==> config.mk <==
export PLATFORM = sky130hd
export DESIGN_NAME = apb2_top
export DESIGN_NICKNAME = d
export VERILOG_FILES = /design/src/rtl/apb2_pkg.sv /design/src/rtl/apb2_slave_mux.sv /design/src/rtl/eth_sma.sv /design/src/rtl/advtim_pwm.sv /design/src/rtl/apb2_top.sv
export VERILOG_INCLUDE_DIRS = /design/src /design/src/rtl
export SDC_FILE = /design/constraint.sdc
export NUM_CORES = 1
export LEC_CHECK = 0
export CORE_MARGIN = 4
export CORE_UTILIZATION = 47
export DETAILED_ROUTE_END_ITERATION = 8
export DONT_BUFFER_PORTS = 1
export PLACE_DENSITY_LB_ADDON = 0.08
export REMOVE_ABC_BUFFERS = 1
export SYNTH_ARGS = -nofsm -noshare
export SYNTH_HDL_FRONTEND = slang
export SYNTH_SLANG_ARGS = --single-unit
==> constraint.sdc <==
create_clock -name apb2_root_clk -period 2.69 [get_ports apb2_root_clk]
set_input_delay 0 -clock apb2_root_clk [delete_from_list [all_inputs] [get_ports apb2_root_clk]]
set_output_delay 0 -clock apb2_root_clk [all_outputs]
set_load 0.05 [all_outputs]
==> src/rtl/apb2_defines.svh <==
/*
 * APB2 peripheral domain constants
 * Slot map, register offsets, MDIO frame layout and reset values
 */

`ifndef APB2_DEFINES_SVH
`define APB2_DEFINES_SVH

// ====================
// Slot map, paddr[15:12]
// ====================
`define APB2_SLOT_ETH     4'd0
`define APB2_SLOT_ADVTIM  4'd1

// SMA registers
`define SMA_CTRL          12'h000
`define SMA_DATA          12'h004
`define SMA_STAT          12'h008
`define SMA_DIV           12'h00C

// Timer registers
`define TIM_CTRL          12'h000
`define TIM_ARR           12'h004
`define TIM_CCR1          12'h008
`define TIM_DT            12'h00C
`define TIM_STAT          12'h010

// Clause-22 frame
`define MDIO_FRAME_BITS   64
`define MDIO_PRE_BITS     32

`define SMA_DIV_RST       8'd3
`define TIM_ARR_RST       16'hFFFF

`endif

==> src/rtl/apb2_pkg.sv <==
/*
 * APB2 domain types
 * Bus vectors, MDIO fields, timer counts and SMA states
 */

package apb2_pkg;

	// APB
	typedef logic [31:0] apb_addr_t;
	typedef logic [31:0] apb_data_t;
	typedef logic [3:0]  slot_t;

	// MDIO frame fields
	typedef logic [4:0]  phy_addr_t;
	typedef logic [15:0] mdio_data_t;

	// Count, period, compare and dead time
	typedef logic [15:0] tim_cnt_t;

	// SMA frame sequencer
	typedef enum logic [1:0] {
		IDLE,
		SHIFT,
		DONE
	} sma_state_e;

endpackage

==> src/rtl/apb2_slave_mux.sv <==
/*
 * APB2 slave mux
 * Decodes paddr[15:12], steers psel to the selected peripheral and
 * returns its read data; unmapped slots answer with pslverr
 */

`include "apb2_defines.svh"

module apb2_slave_mux
	import apb2_pkg::*;
(
	input  apb_addr_t paddr,
	input  logic      psel,
	input  apb_data_t rdata_eth,
	input  apb_data_t rdata_tim,
	output logic      sel_eth,
	output logic      sel_tim,
	output apb_data_t prdata,
	output logic      pready,
	output logic      pslverr
);

slot_t slot;

assign slot = paddr[15:12];

// ====================
// Select fan-out
// ====================
assign sel_eth = psel && (slot == `APB2_SLOT_ETH);
assign sel_tim = psel && (slot == `APB2_SLOT_ADVTIM);

// No wait states anywhere in the domain
assign pready = 1'b1;

// ====================
// Read response
// ====================
always_comb begin
	prdata  = '0;
	pslverr = 1'b0;
	case (slot)
		`APB2_SLOT_ETH: begin
			prdata = rdata_eth;
		end
		`APB2_SLOT_ADVTIM: begin
			prdata = rdata_tim;
		end
		default: begin
			pslverr = psel;
		end
	endcase
end

endmodule

==> src/rtl/eth_sma.sv <==
/*
 * Ethernet station management controller
 * Runs one clause-22 MDIO read or write frame per SMA_CTRL write,
 * then raises eth_sma_int until software clears it
 */

`include "apb2_defines.svh"

module eth_sma
	import apb2_pkg::*;
(
	input  logic      apb2_root_clk,
	input  logic      rst,
	input  logic      sel,
	input  logic      penable,
	input  logic      pwrite,
	input  apb_addr_t paddr,
	input  apb_data_t pwdata,
	input  logic      eth_mdio_i,
	output apb_data_t rdata,
	output logic      eth_mdc,
	output logic      eth_mdio_o,
	output logic      eth_mdio_oen,
	output logic      eth_sma_int
);

// Last bit before turnaround
localparam int TA_PREV = `MDIO_FRAME_BITS - 19;
localparam int BIT_W   = $clog2(`MDIO_FRAME_BITS);

logic                        wr_en;
logic                        ctrl_wr;
logic                        busy;
logic                        ctrl_op;
phy_addr_t                   ctrl_phy;
phy_addr_t                   ctrl_reg;
mdio_data_t                  data_q;
logic [7:0]                  div_q;
logic                        int_q;
sma_state_e                  state;
logic [7:0]                  div_cnt;
logic [BIT_W-1:0]            bit_cnt;
logic                        mdc_tick;
logic                        rise_tick;
logic                        fall_tick;
logic [`MDIO_FRAME_BITS-1:0] frame;
logic [`MDIO_FRAME_BITS-1:0] tx_q;
mdio_data_t                  rx_q;

assign wr_en     = sel & penable & pwrite;
assign busy      = (state != IDLE);
assign ctrl_wr   = wr_en && (paddr[11:0] == `SMA_CTRL) && !busy;
assign mdc_tick  = (div_cnt == div_q);
assign rise_tick = (state == SHIFT) && mdc_tick && !eth_mdc;
assign fall_tick = (state == SHIFT) && mdc_tick && eth_mdc;

// Preamble, start, op, phy, reg, turnaround, data
assign frame = {{`MDIO_PRE_BITS{1'b1}}, 2'b01, pwdata[0] ? 2'b10 : 2'b01,
	pwdata[5:1], pwdata[10:6], 2'b10, pwdata[0] ? 16'h0000 : data_q};

// ====================
// Register block
// ====================
always_ff @(posedge apb2_root_clk) begin
	if (rst) begin
		ctrl_op  <= 1'b0;
		ctrl_phy <= '0;
		ctrl_reg <= '0;
		data_q   <= '0;
		div_q    <= `SMA_DIV_RST;
		int_q    <= 1'b0;
	end else begin
		if (ctrl_wr) begin
			ctrl_op  <= pwdata[0];
			ctrl_phy <= pwdata[5:1];
			ctrl_reg <= pwdata[10:6];
		end
		// Divider is frozen during a frame
		if (wr_en && (paddr[11:0] == `SMA_DIV) && !busy)
			div_q <= pwdata[7:0];
		if ((state == DONE) && ctrl_op)
			data_q <= rx_q;
		else if (wr_en && (paddr[11:0] == `SMA_DATA))
			data_q <= pwdata[15:0];
		if (state == DONE)
			int_q <= 1'b1;
		else if (wr_en && (paddr[11:0] == `SMA_STAT) && pwdata[1])
			int_q <= 1'b0;
	end
end

// ====================
// Frame sequencer
// ====================
always_ff @(posedge apb2_root_clk) begin
	if (rst) begin
		state        <= IDLE;
		div_cnt      <= '0;
		bit_cnt      <= '0;
		eth_mdc      <= 1'b0;
		eth_mdio_o   <= 1'b0;
		eth_mdio_oen <= 1'b0;
	end else begin
		case (state)
			IDLE: begin
				if (ctrl_wr) begin
					state        <= SHIFT;
					div_cnt      <= '0;
					bit_cnt      <= '0;
					eth_mdio_o   <= frame[`MDIO_FRAME_BITS-1];
					eth_mdio_oen <= 1'b1;
				end
			end
			SHIFT: begin
				if (mdc_tick) begin
					div_cnt <= '0;
					eth_mdc <= ~eth_mdc;
				end else begin
					div_cnt <= div_cnt + 8'd1;
				end
				// Next bit goes out on the MDC falling edge
				if (fall_tick) begin
					if (bit_cnt == BIT_W'(`MDIO_FRAME_BITS - 1)) begin
						state        <= DONE;
						eth_mdio_o   <= 1'b0;
						eth_mdio_oen <= 1'b0;
					end else begin
						bit_cnt    <= bit_cnt + 1'b1;
						eth_mdio_o <= tx_q[`MDIO_FRAME_BITS-2];
						// PHY owns the line from turnaround on
						if (ctrl_op && (bit_cnt == BIT_W'(TA_PREV)))
							eth_mdio_oen <= 1'b0;
					end
				end
			end
			DONE: begin
				state <= IDLE;
			end
			default: begin
				state <= IDLE;
			end
		endcase
	end
end

// Shift registers, read bits sampled on the MDC rising edge
always_ff @(posedge apb2_root_clk) begin
	if (ctrl_wr)
		tx_q <= frame;
	else if (fall_tick)
		tx_q <= {tx_q[`MDIO_FRAME_BITS-2:0], 1'b0};
	if (rise_tick)
		rx_q <= {rx_q[14:0], eth_mdio_i};
end

// ====================
// Read data
// ====================
always_comb begin
	case (paddr[11:0])
		`SMA_CTRL: rdata = {21'b0, ctrl_reg, ctrl_phy, ctrl_op};
		`SMA_DATA: rdata = {16'b0, data_q};
		`SMA_STAT: rdata = {30'b0, int_q, busy};
		`SMA_DIV:  rdata = {24'b0, div_q};
		default:   rdata = '0;
	endcase
end

assign eth_sma_int = int_q;

endmodule

==> src/rtl/advtim_pwm.sv <==
/*
 * Advanced timer, channel 1 only
 * 16-bit up-counter with one complementary PWM pair, dead time
 * insertion, break input, update and break interrupts
 */

`include "apb2_defines.svh"

module advtim_pwm
	import apb2_pkg::*;
(
	input  logic      apb2_root_clk,
	input  logic      rst,
	input  logic      sel,
	input  logic      penable,
	input  logic      pwrite,
	input  apb_addr_t paddr,
	input  apb_data_t pwdata,
	input  logic      advtmr0_bk1,
	output apb_data_t rdata,
	output logic      advtmr0_pwm_ch1p,
	output logic      advtmr0_pwm_ch1n,
	output logic      advtmr0_pwm_oen,
	output logic      advtim_gen_int,
	output logic      advtim_brk_int
);

logic     wr_en;
logic     cen;
logic     moe;
tim_cnt_t arr_q;
tim_cnt_t ccr1_q;
tim_cnt_t dt_q;
logic     uif;
logic     bif;
tim_cnt_t cnt;
tim_cnt_t dtp;
tim_cnt_t dtn;
logic     wrap;
logic     oc1ref;

assign wr_en  = sel & penable & pwrite;
assign wrap   = cen && (cnt >= arr_q);
assign oc1ref = (cnt < ccr1_q);

// ====================
// Register block
// ====================
always_ff @(posedge apb2_root_clk) begin
	if (rst) begin
		cen    <= 1'b0;
		moe    <= 1'b0;
		arr_q  <= `TIM_ARR_RST;
		ccr1_q <= '0;
		dt_q   <= '0;
		uif    <= 1'b0;
		bif    <= 1'b0;
	end else begin
		if (wr_en && (paddr[11:0] == `TIM_CTRL)) begin
			cen <= pwdata[0];
			moe <= pwdata[1];
		end
		// Break overrides any MOE write
		if (advtmr0_bk1)
			moe <= 1'b0;
		if (wr_en && (paddr[11:0] == `TIM_ARR))
			arr_q <= pwdata[15:0];
		if (wr_en && (paddr[11:0] == `TIM_CCR1))
			ccr1_q <= pwdata[15:0];
		if (wr_en && (paddr[11:0] == `TIM_DT))
			dt_q <= pwdata[15:0];
		if (wrap)
			uif <= 1'b1;
		else if (wr_en && (paddr[11:0] == `TIM_STAT) && pwdata[0])
			uif <= 1'b0;
		if (advtmr0_bk1)
			bif <= 1'b1;
		else if (wr_en && (paddr[11:0] == `TIM_STAT) && pwdata[1])
			bif <= 1'b0;
	end
end

// ====================
// Counter and dead time
// ====================
always_ff @(posedge apb2_root_clk) begin
	if (rst) begin
		cnt <= '0;
		dtp <= '0;
		dtn <= '0;
	end else begin
		if (cen)
			cnt <= wrap ? '0 : cnt + 16'd1;
		// Each counter delays the rising edge of its own output
		if (!oc1ref)
			dtp <= '0;
		else if (dtp < dt_q)
			dtp <= dtp + 16'd1;
		if (oc1ref)
			dtn <= '0;
		else if (dtn < dt_q)
			dtn <= dtn + 16'd1;
	end
end

assign advtmr0_pwm_ch1p = moe && oc1ref && (dtp >= dt_q);
assign advtmr0_pwm_ch1n = moe && !oc1ref && (dtn >= dt_q);
assign advtmr0_pwm_oen  = moe;

assign advtim_gen_int = uif;
assign advtim_brk_int = bif;

// ====================
// Read data
// ====================
always_comb begin
	case (paddr[11:0])
		`TIM_CTRL: rdata = {30'b0, moe, cen};
		`TIM_ARR:  rdata = {16'b0, arr_q};
		`TIM_CCR1: rdata = {16'b0, ccr1_q};
		`TIM_DT:   rdata = {16'b0, dt_q};
		`TIM_STAT: rdata = {30'b0, bif, uif};
		default:   rdata = '0;
	endcase
end

endmodule

==> src/rtl/apb2_top.sv <==
/*
 * APB2 peripheral domain top
 * Slave mux with the SMA controller on slot 0 and the
 * advanced timer on slot 1, all on apb2_root_clk
 */

module apb2_top
	import apb2_pkg::*;
(
	input  logic      apb2_root_clk,
	input  logic      rst,

	// APB
	input  apb_addr_t paddr,
	input  logic      psel,
	input  logic      penable,
	input  logic      pwrite,
	input  apb_data_t pwdata,
	output apb_data_t prdata,
	output logic      pready,
	output logic      pslverr,

	// Pins
	output logic      eth_mdc,
	output logic      eth_mdio_o,
	input  logic      eth_mdio_i,
	output logic      eth_mdio_oen,
	output logic      advtmr0_pwm_ch1p,
	output logic      advtmr0_pwm_ch1n,
	output logic      advtmr0_pwm_oen,
	input  logic      advtmr0_bk1,

	// Interrupts
	output logic      eth_sma_int,
	output logic      advtim_gen_int,
	output logic      advtim_brk_int
);

logic      sel_eth;
logic      sel_tim;
apb_data_t rdata_eth;
apb_data_t rdata_tim;

// ====================
// Slave mux
// ====================
apb2_slave_mux u_apb2_slave_mux (
	.paddr     (paddr),
	.psel      (psel),
	.rdata_eth (rdata_eth),
	.rdata_tim (rdata_tim),
	.sel_eth   (sel_eth),
	.sel_tim   (sel_tim),
	.prdata    (prdata),
	.pready    (pready),
	.pslverr   (pslverr)
);

// Slot 0, 0x0000 to 0x0FFF
eth_sma u_eth_sma (
	.apb2_root_clk (apb2_root_clk),
	.rst           (rst),
	.sel           (sel_eth),
	.penable       (penable),
	.pwrite        (pwrite),
	.paddr         (paddr),
	.pwdata        (pwdata),
	.eth_mdio_i    (eth_mdio_i),
	.rdata         (rdata_eth),
	.eth_mdc       (eth_mdc),
	.eth_mdio_o    (eth_mdio_o),
	.eth_mdio_oen  (eth_mdio_oen),
	.eth_sma_int   (eth_sma_int)
);

// Slot 1, 0x1000 to 0x1FFF
advtim_pwm u_advtim_pwm (
	.apb2_root_clk    (apb2_root_clk),
	.rst              (rst),
	.sel              (sel_tim),
	.penable          (penable),
	.pwrite           (pwrite),
	.paddr            (paddr),
	.pwdata           (pwdata),
	.advtmr0_bk1      (advtmr0_bk1),
	.rdata            (rdata_tim),
	.advtmr0_pwm_ch1p (advtmr0_pwm_ch1p),
	.advtmr0_pwm_ch1n (advtmr0_pwm_ch1n),
	.advtmr0_pwm_oen  (advtmr0_pwm_oen),
	.advtim_gen_int   (advtim_gen_int),
	.advtim_brk_int   (advtim_brk_int)
);

endmodule

Yosys cells after proc, flatten, opt, wreduce, memory -nomap -nowiden:

Index checks and enable logic that the tools add are counted.

* input bits: 71
* bits in read-only memories: 0
* bits in latches: 0
* memories kept: 0
* register bits: 234
* word-level logic and storage cells: 142
* bits in writable memories: 0

* $mul: 0
* reductions and logical operators: 49
* div/mod/pow operators: 0
* add/subtract/negate cells: 5
* mux-type cells: 36
* order comparisons: 6
* equality and inequality tests: 15
* shifts and indexed selects: 0
* bitwise logic cells: 6

Operators with widths (count)
* case mux 16 bit (5 select lines): 1
* 2-to-1 mux 16 bit: 4
* case mux 16 bit (4 select lines): 1
* case mux 32 bit (2 select lines): 1
* 2-to-1 mux 30 bit: 2
* adder 16 x 1 -> 16 bit, second input constant: 3
* >= comparator 16 bit: 3
* less-than comparator 16 bit: 3
* logical AND 1 bit: 26
* equality test 12 x 4 -> 1 bit, second input constant: 2
* 2-to-1 mux 6 bit: 3
* 2-to-1 mux 8 bit: 2
* case mux 8 bit (2 select lines): 1
* nonzero test 2 bit: 7
* 2-to-1 mux 1 bit: 13
* equality test 12 x 3 -> 1 bit, second input constant: 1
* equality test 12 x 5 -> 1 bit, second input constant: 1
* equality test 6 bit, second input constant: 2
* zero test 12 bit: 1
* case mux 6 bit (2 select lines): 1
* adder 8 x 1 -> 8 bit, second input constant: 1
* equality test 8 bit: 1
* 2-to-1 mux 2 bit: 4
* AND reduction 4 bit: 2
* 17 further kinds: 31

Depth between registers and ports, before layout:

* word-level depth: 8
* gate-level depth with buffers: 10
* gate-level depth less buffers: 8

Cells and area by module:

From an unflattened synthesis, not the netlist that was laid out.

* cells, all modules: 1503
* area total of the unflattened synthesis: 12834.8 um2

Modules (own cells, without submodules)
* advtim_pwm: times used 1, area each 6508.7 um2, cells each 808
* eth_sma: times used 1, area each 5773.0 um2, cells each 616
* apb2_slave_mux: times used 1, area each 553.0 um2, cells each 79

Worst setup path after synthesis:

No wires, ideal clock.

* kind: reg-to-output
* start: register u_advtim_pwm.dt_q[1]
* end: output port advtmr0_pwm_ch1p
* path slack: -499 ps
* data arrival time: 3189 ps
* cell stages (with the launch flop): 9
* cells stage by stage: dfxtp_1 -> inv_1 -> ha_1 -> nor2b_1 -> o211ai_1 -> a2111oi_0 -> or4_1 -> nor2_1 -> nor3b_1

* cells in the longest elaborated chain, start to end: 2

RTL lines
* start: declaration: line advtim_pwm.sv:33 `tim_cnt_t dt_q;`
* start signal: assignment: line advtim_pwm.sv:71 `dt_q <= pwdata[15:0];`
* >= comparator 16 bit: line advtim_pwm.sv:106 `assign advtmr0_pwm_ch1p = moe && oc1ref && (dtp >= dt_q);`
* logical AND 1 bit: line advtim_pwm.sv:106
* end: declaration: line apb2_top.sv:28 `output logic advtmr0_pwm_ch1p,`

No other way between the ends.

Worst setup path after layout:

* start: register u_advtim_pwm.dt_q[14]
* end: output port advtmr0_pwm_ch1n

* cells in the longest elaborated chain, start to end: 2

RTL lines
* >= comparator 16 bit: line advtim_pwm.sv:107 `assign advtmr0_pwm_ch1n = moe && !oc1ref && (dtn >= dt_q);`
* logical AND 1 bit: line advtim_pwm.sv:107
* end: declaration: line apb2_top.sv:29 `output logic advtmr0_pwm_ch1n,`

No other way between the ends.

==> results.md <==
* Mapped Area at approximately 12,000 sq um
* Gpl congestion at ~0.8
* Clk root buf: clkbuf_16
* Ys flop type: dfxtp_1
* Initial antenna violation count at 3
* Fin. max-slew vios at 0
* Chip width at 164.6 um
* Core footprint at between 20,000 and 25,000 sq um
* CP Data Required Time at roughly 2.7 ns
* PD cells at ~550 nW/um^2
* Worst slew pin tran at 0.9360 ns
* Total number of vias at about 9,300
* Later-pin clock latency in the skew report at between 0.5 and 0.6 ns
* Layout Cells excl Fill at between 1,500 and 2,000
* Max VDD drop at 0.5199 mV
* GRT Overall Usage at a little over a fifth
* First-pass GRT wire length at between 40,000 and 50,000 um
* Fin Clk Skew at 0.009468 ns
* Fin crit period at 2.664 ns
* Num CTS Buffers at 27
* Xor/xnor share of the synthesized area at 3.114%
* CTS tree: built
* Multi-input logic area at ~6000 sq um
* Crit Path Class: register to output pin
* Crit path DAT at roughly 2.7 ns
* CP Max Fanout at 7
* Fillcell total at 2,202
* CP Capture Type: output pin
* DIE AREA at around 27,000 sq um
* Yosys Warn Count at 0
* RSZ-0062 raised after global routing: yes
* Syn Area/Cell at about 9.2 sq um
* Pin count of the biggest net entering global routing at ~110
* Vias per cell at 5.644
* DP Cell Count at between 1,500 and 2,000
* FF/Latch Area at 5139 sq um
* Outcome: complete, no violations
* Adder-cell share of the synthesized area at roughly 7.5%
* Wirelength per Cell at about 18 um
* Final Hold Viols at 0
* DP HPWL at about 21,000 um
* Mux contribution to synthesized area at 4.102%
* Die Span Y at 164.6 um
* Vias in the first global route at just under 9,000
* Most flops, register: u_eth_sma.tx_q
* Synth Instances at around 1,300
* Maximum clock frequency at about 380 MHz
* Reg2reg setup slack at ~0.16 ns
* Drt pass-1 iters at 6
* Slew headroom at a little under two fifths
* Setup crit start kind: register
* Initial drt markers at about 750
* Sink Count at around 230
* Post-Synth Simple-Gate Area at a little under a fifth
* Register area share after synthesis at approximately 44%
* Synth Register Bits at about 230
* DRT Wirelength at ~30,000 um
* EDFF count, synth at between 40 and 50
* Area growth, synth to finish at 17.20%
* # port buffers at 0
* Share of post-route cells with drive strength above 1 at roughly 12%
* Main combinational cell family by area after synthesis: simple AND/OR/NAND/NOR gates
* H-Tree Depth at 1
* Clock Tree Buf Depth at 3
* Final global-route overflow total at 0
* CTS clk-pin slew, worst paths at about 0.06 ns
* Max-Cap Viols at 0
* Unique masters post-synth at 63
* Total Nets Final at 1,447
* Antenna Nets Post-Route at 0
* Fin crit share at roughly 100%
* Hold WC Path Type: input pin to register
* P_leak at about 0.0052 uW
* I/O pin count at around 110
* Starting Density at between 40% and 50%
* Post-synthesis compound-gate area fraction at between 15 and 20%
* Remaining DRCs at 0
* Final setup violation count at 0
* Max reg flops at between 60 and 70
* Asr flop ratio synth at 0%
* Post-layout util at 55.73%
* Site Rows at between 50 and 60
synthesized netlist by cell type (all sizes together) (20+ instances only):
cell | instances | area (sq um)
a211o | 20 | 175.2
a211oi | 22 | 165.2
ha | 69 | 863.3
inv | 59 | 221.5
nand4 | 24 | 150.1
o22a | 32 | 280.3
xnor2 | 21 | 183.9
a21oi | 75 | 375.4
clkbuf | 55 | 206.5
buf | 30 | 215.2
mux2i | 45 | 450.4
nand2 | 133 | 499.2
dfxtp | 190 | 3804
edfxtp | 44 | 1321
nand3 | 34 | 170.2
a22oi | 20 | 150.1
xor2 | 20 | 175.2
nor2 | 128 | 480.5
o21ai | 37 | 185.2
worst max-delay path, cell delays in order (launching register included):
cell and delay [ns]:
dfxtp_2 0.34, inv_1 0.10, ha_1 0.31, nand4_1 0.26, o21bai_1 0.35, nor3_2 0.09, nand3_1 0.10, buf_4 0.16
a21oi_1 0.06, nor2_2 0.18, buf_6 0.18
worst paths after layout:
path                         start                    to  depth (start not counted)
max          u_advtim_pwm.dt_q[14]      advtmr0_pwm_ch1n                         10
min                      pwdata[0]    u_eth_sma.tx_q[28]                          3
max reg2reg  u_advtim_pwm.dt_q[14]  u_advtim_pwm.dtn[14]                          9
min reg2reg      u_eth_sma.rx_q[8]     u_eth_sma.rx_q[9]                          0
layer usage:
metal,wire length [um],GRT usage [%]
met1,13750,30.43
met2,13680,35.15
met3,1810,3.544
met4,843,5.822
met5,0,0
stage by stage:
step	area (sq um)	hold slack [ns]	setup WS (ns)	TNS (ns)	power (uW)
after floorplan	11170	0.06907	-1.593	-31.09	3733
after global placement	12020	0.07984	0.2203	0	3750
after detailed placement	12020	0.08178	0.1263	0	3750
after CTS	13360	0.0008915	-0.008684	-0.008684	7546
after global routing	13510	0.02385	-0.1134	-0.1705	7705
final	13510	0.02174	0.02614	0	7463
final cells by class:
class	instances	area share (%)
antenna	3	0.05555
sequential	234	38.02
multi-input combinational	891	44.40
clock buffer	30	5.157
inverter	59	1.639
tap	324	3.000
timing repair buffer	94	6.277
clock inverter	19	1.444
report_power, final:
part           switching, uW  internal, uW
Combinational            150          54.8
Clock                   1460          2240
Sequential              4.74          3560
cell usage in the layout, fill, tap and decap left out, types with 10 or more instances in the layout:
master         count
and3_1            12
nand3_1           34
a211o_1           20
a211oi_1          22
nor2b_1           11
a21oi_1           72
o21ai_0           30
clkbuf_16         27
a22o_1            17
dfxtp_1          179
xor2_1            20
xnor2_1           21
dfxtp_2           11
mux2i_1           45
nand2_1          133
dlygate4sd3_1     36
a22oi_1           20
edfxtp_1          44
nor4_1            13
o22a_1            32
a222oi_1          10
buf_4             53
ha_1              65
nand2b_1          11
nor3_1            11
nor2_1           126
or3_1             11
conb_1            17
inv_1             56
nand4_1           24
cell families (layout without fill, tap and decap cells):
group / after synthesis / after routing
AND/OR/NAND/NOR: 439 / 439
AO/OA/AOI/OAI: 278 / 278
flip-flops: 234 / 234
buffers and inverters: 144 / 202
adder cells (fa/ha/maj): 69 / 69
multiplexers: 47 / 47
XOR/XNOR: 41 / 41
other: 2 / 20
what timing repair did:
action | CTS | global route
resized for setup | 19 | 22
hold endpoints to repair | 151 | 16
pin swaps | 3 | 6
hold buffers | 36 | 1
setup buffers | 2 | 3
endpoints found under the setup margin | 2 | 20
Power figures use the tool's default switching activity.
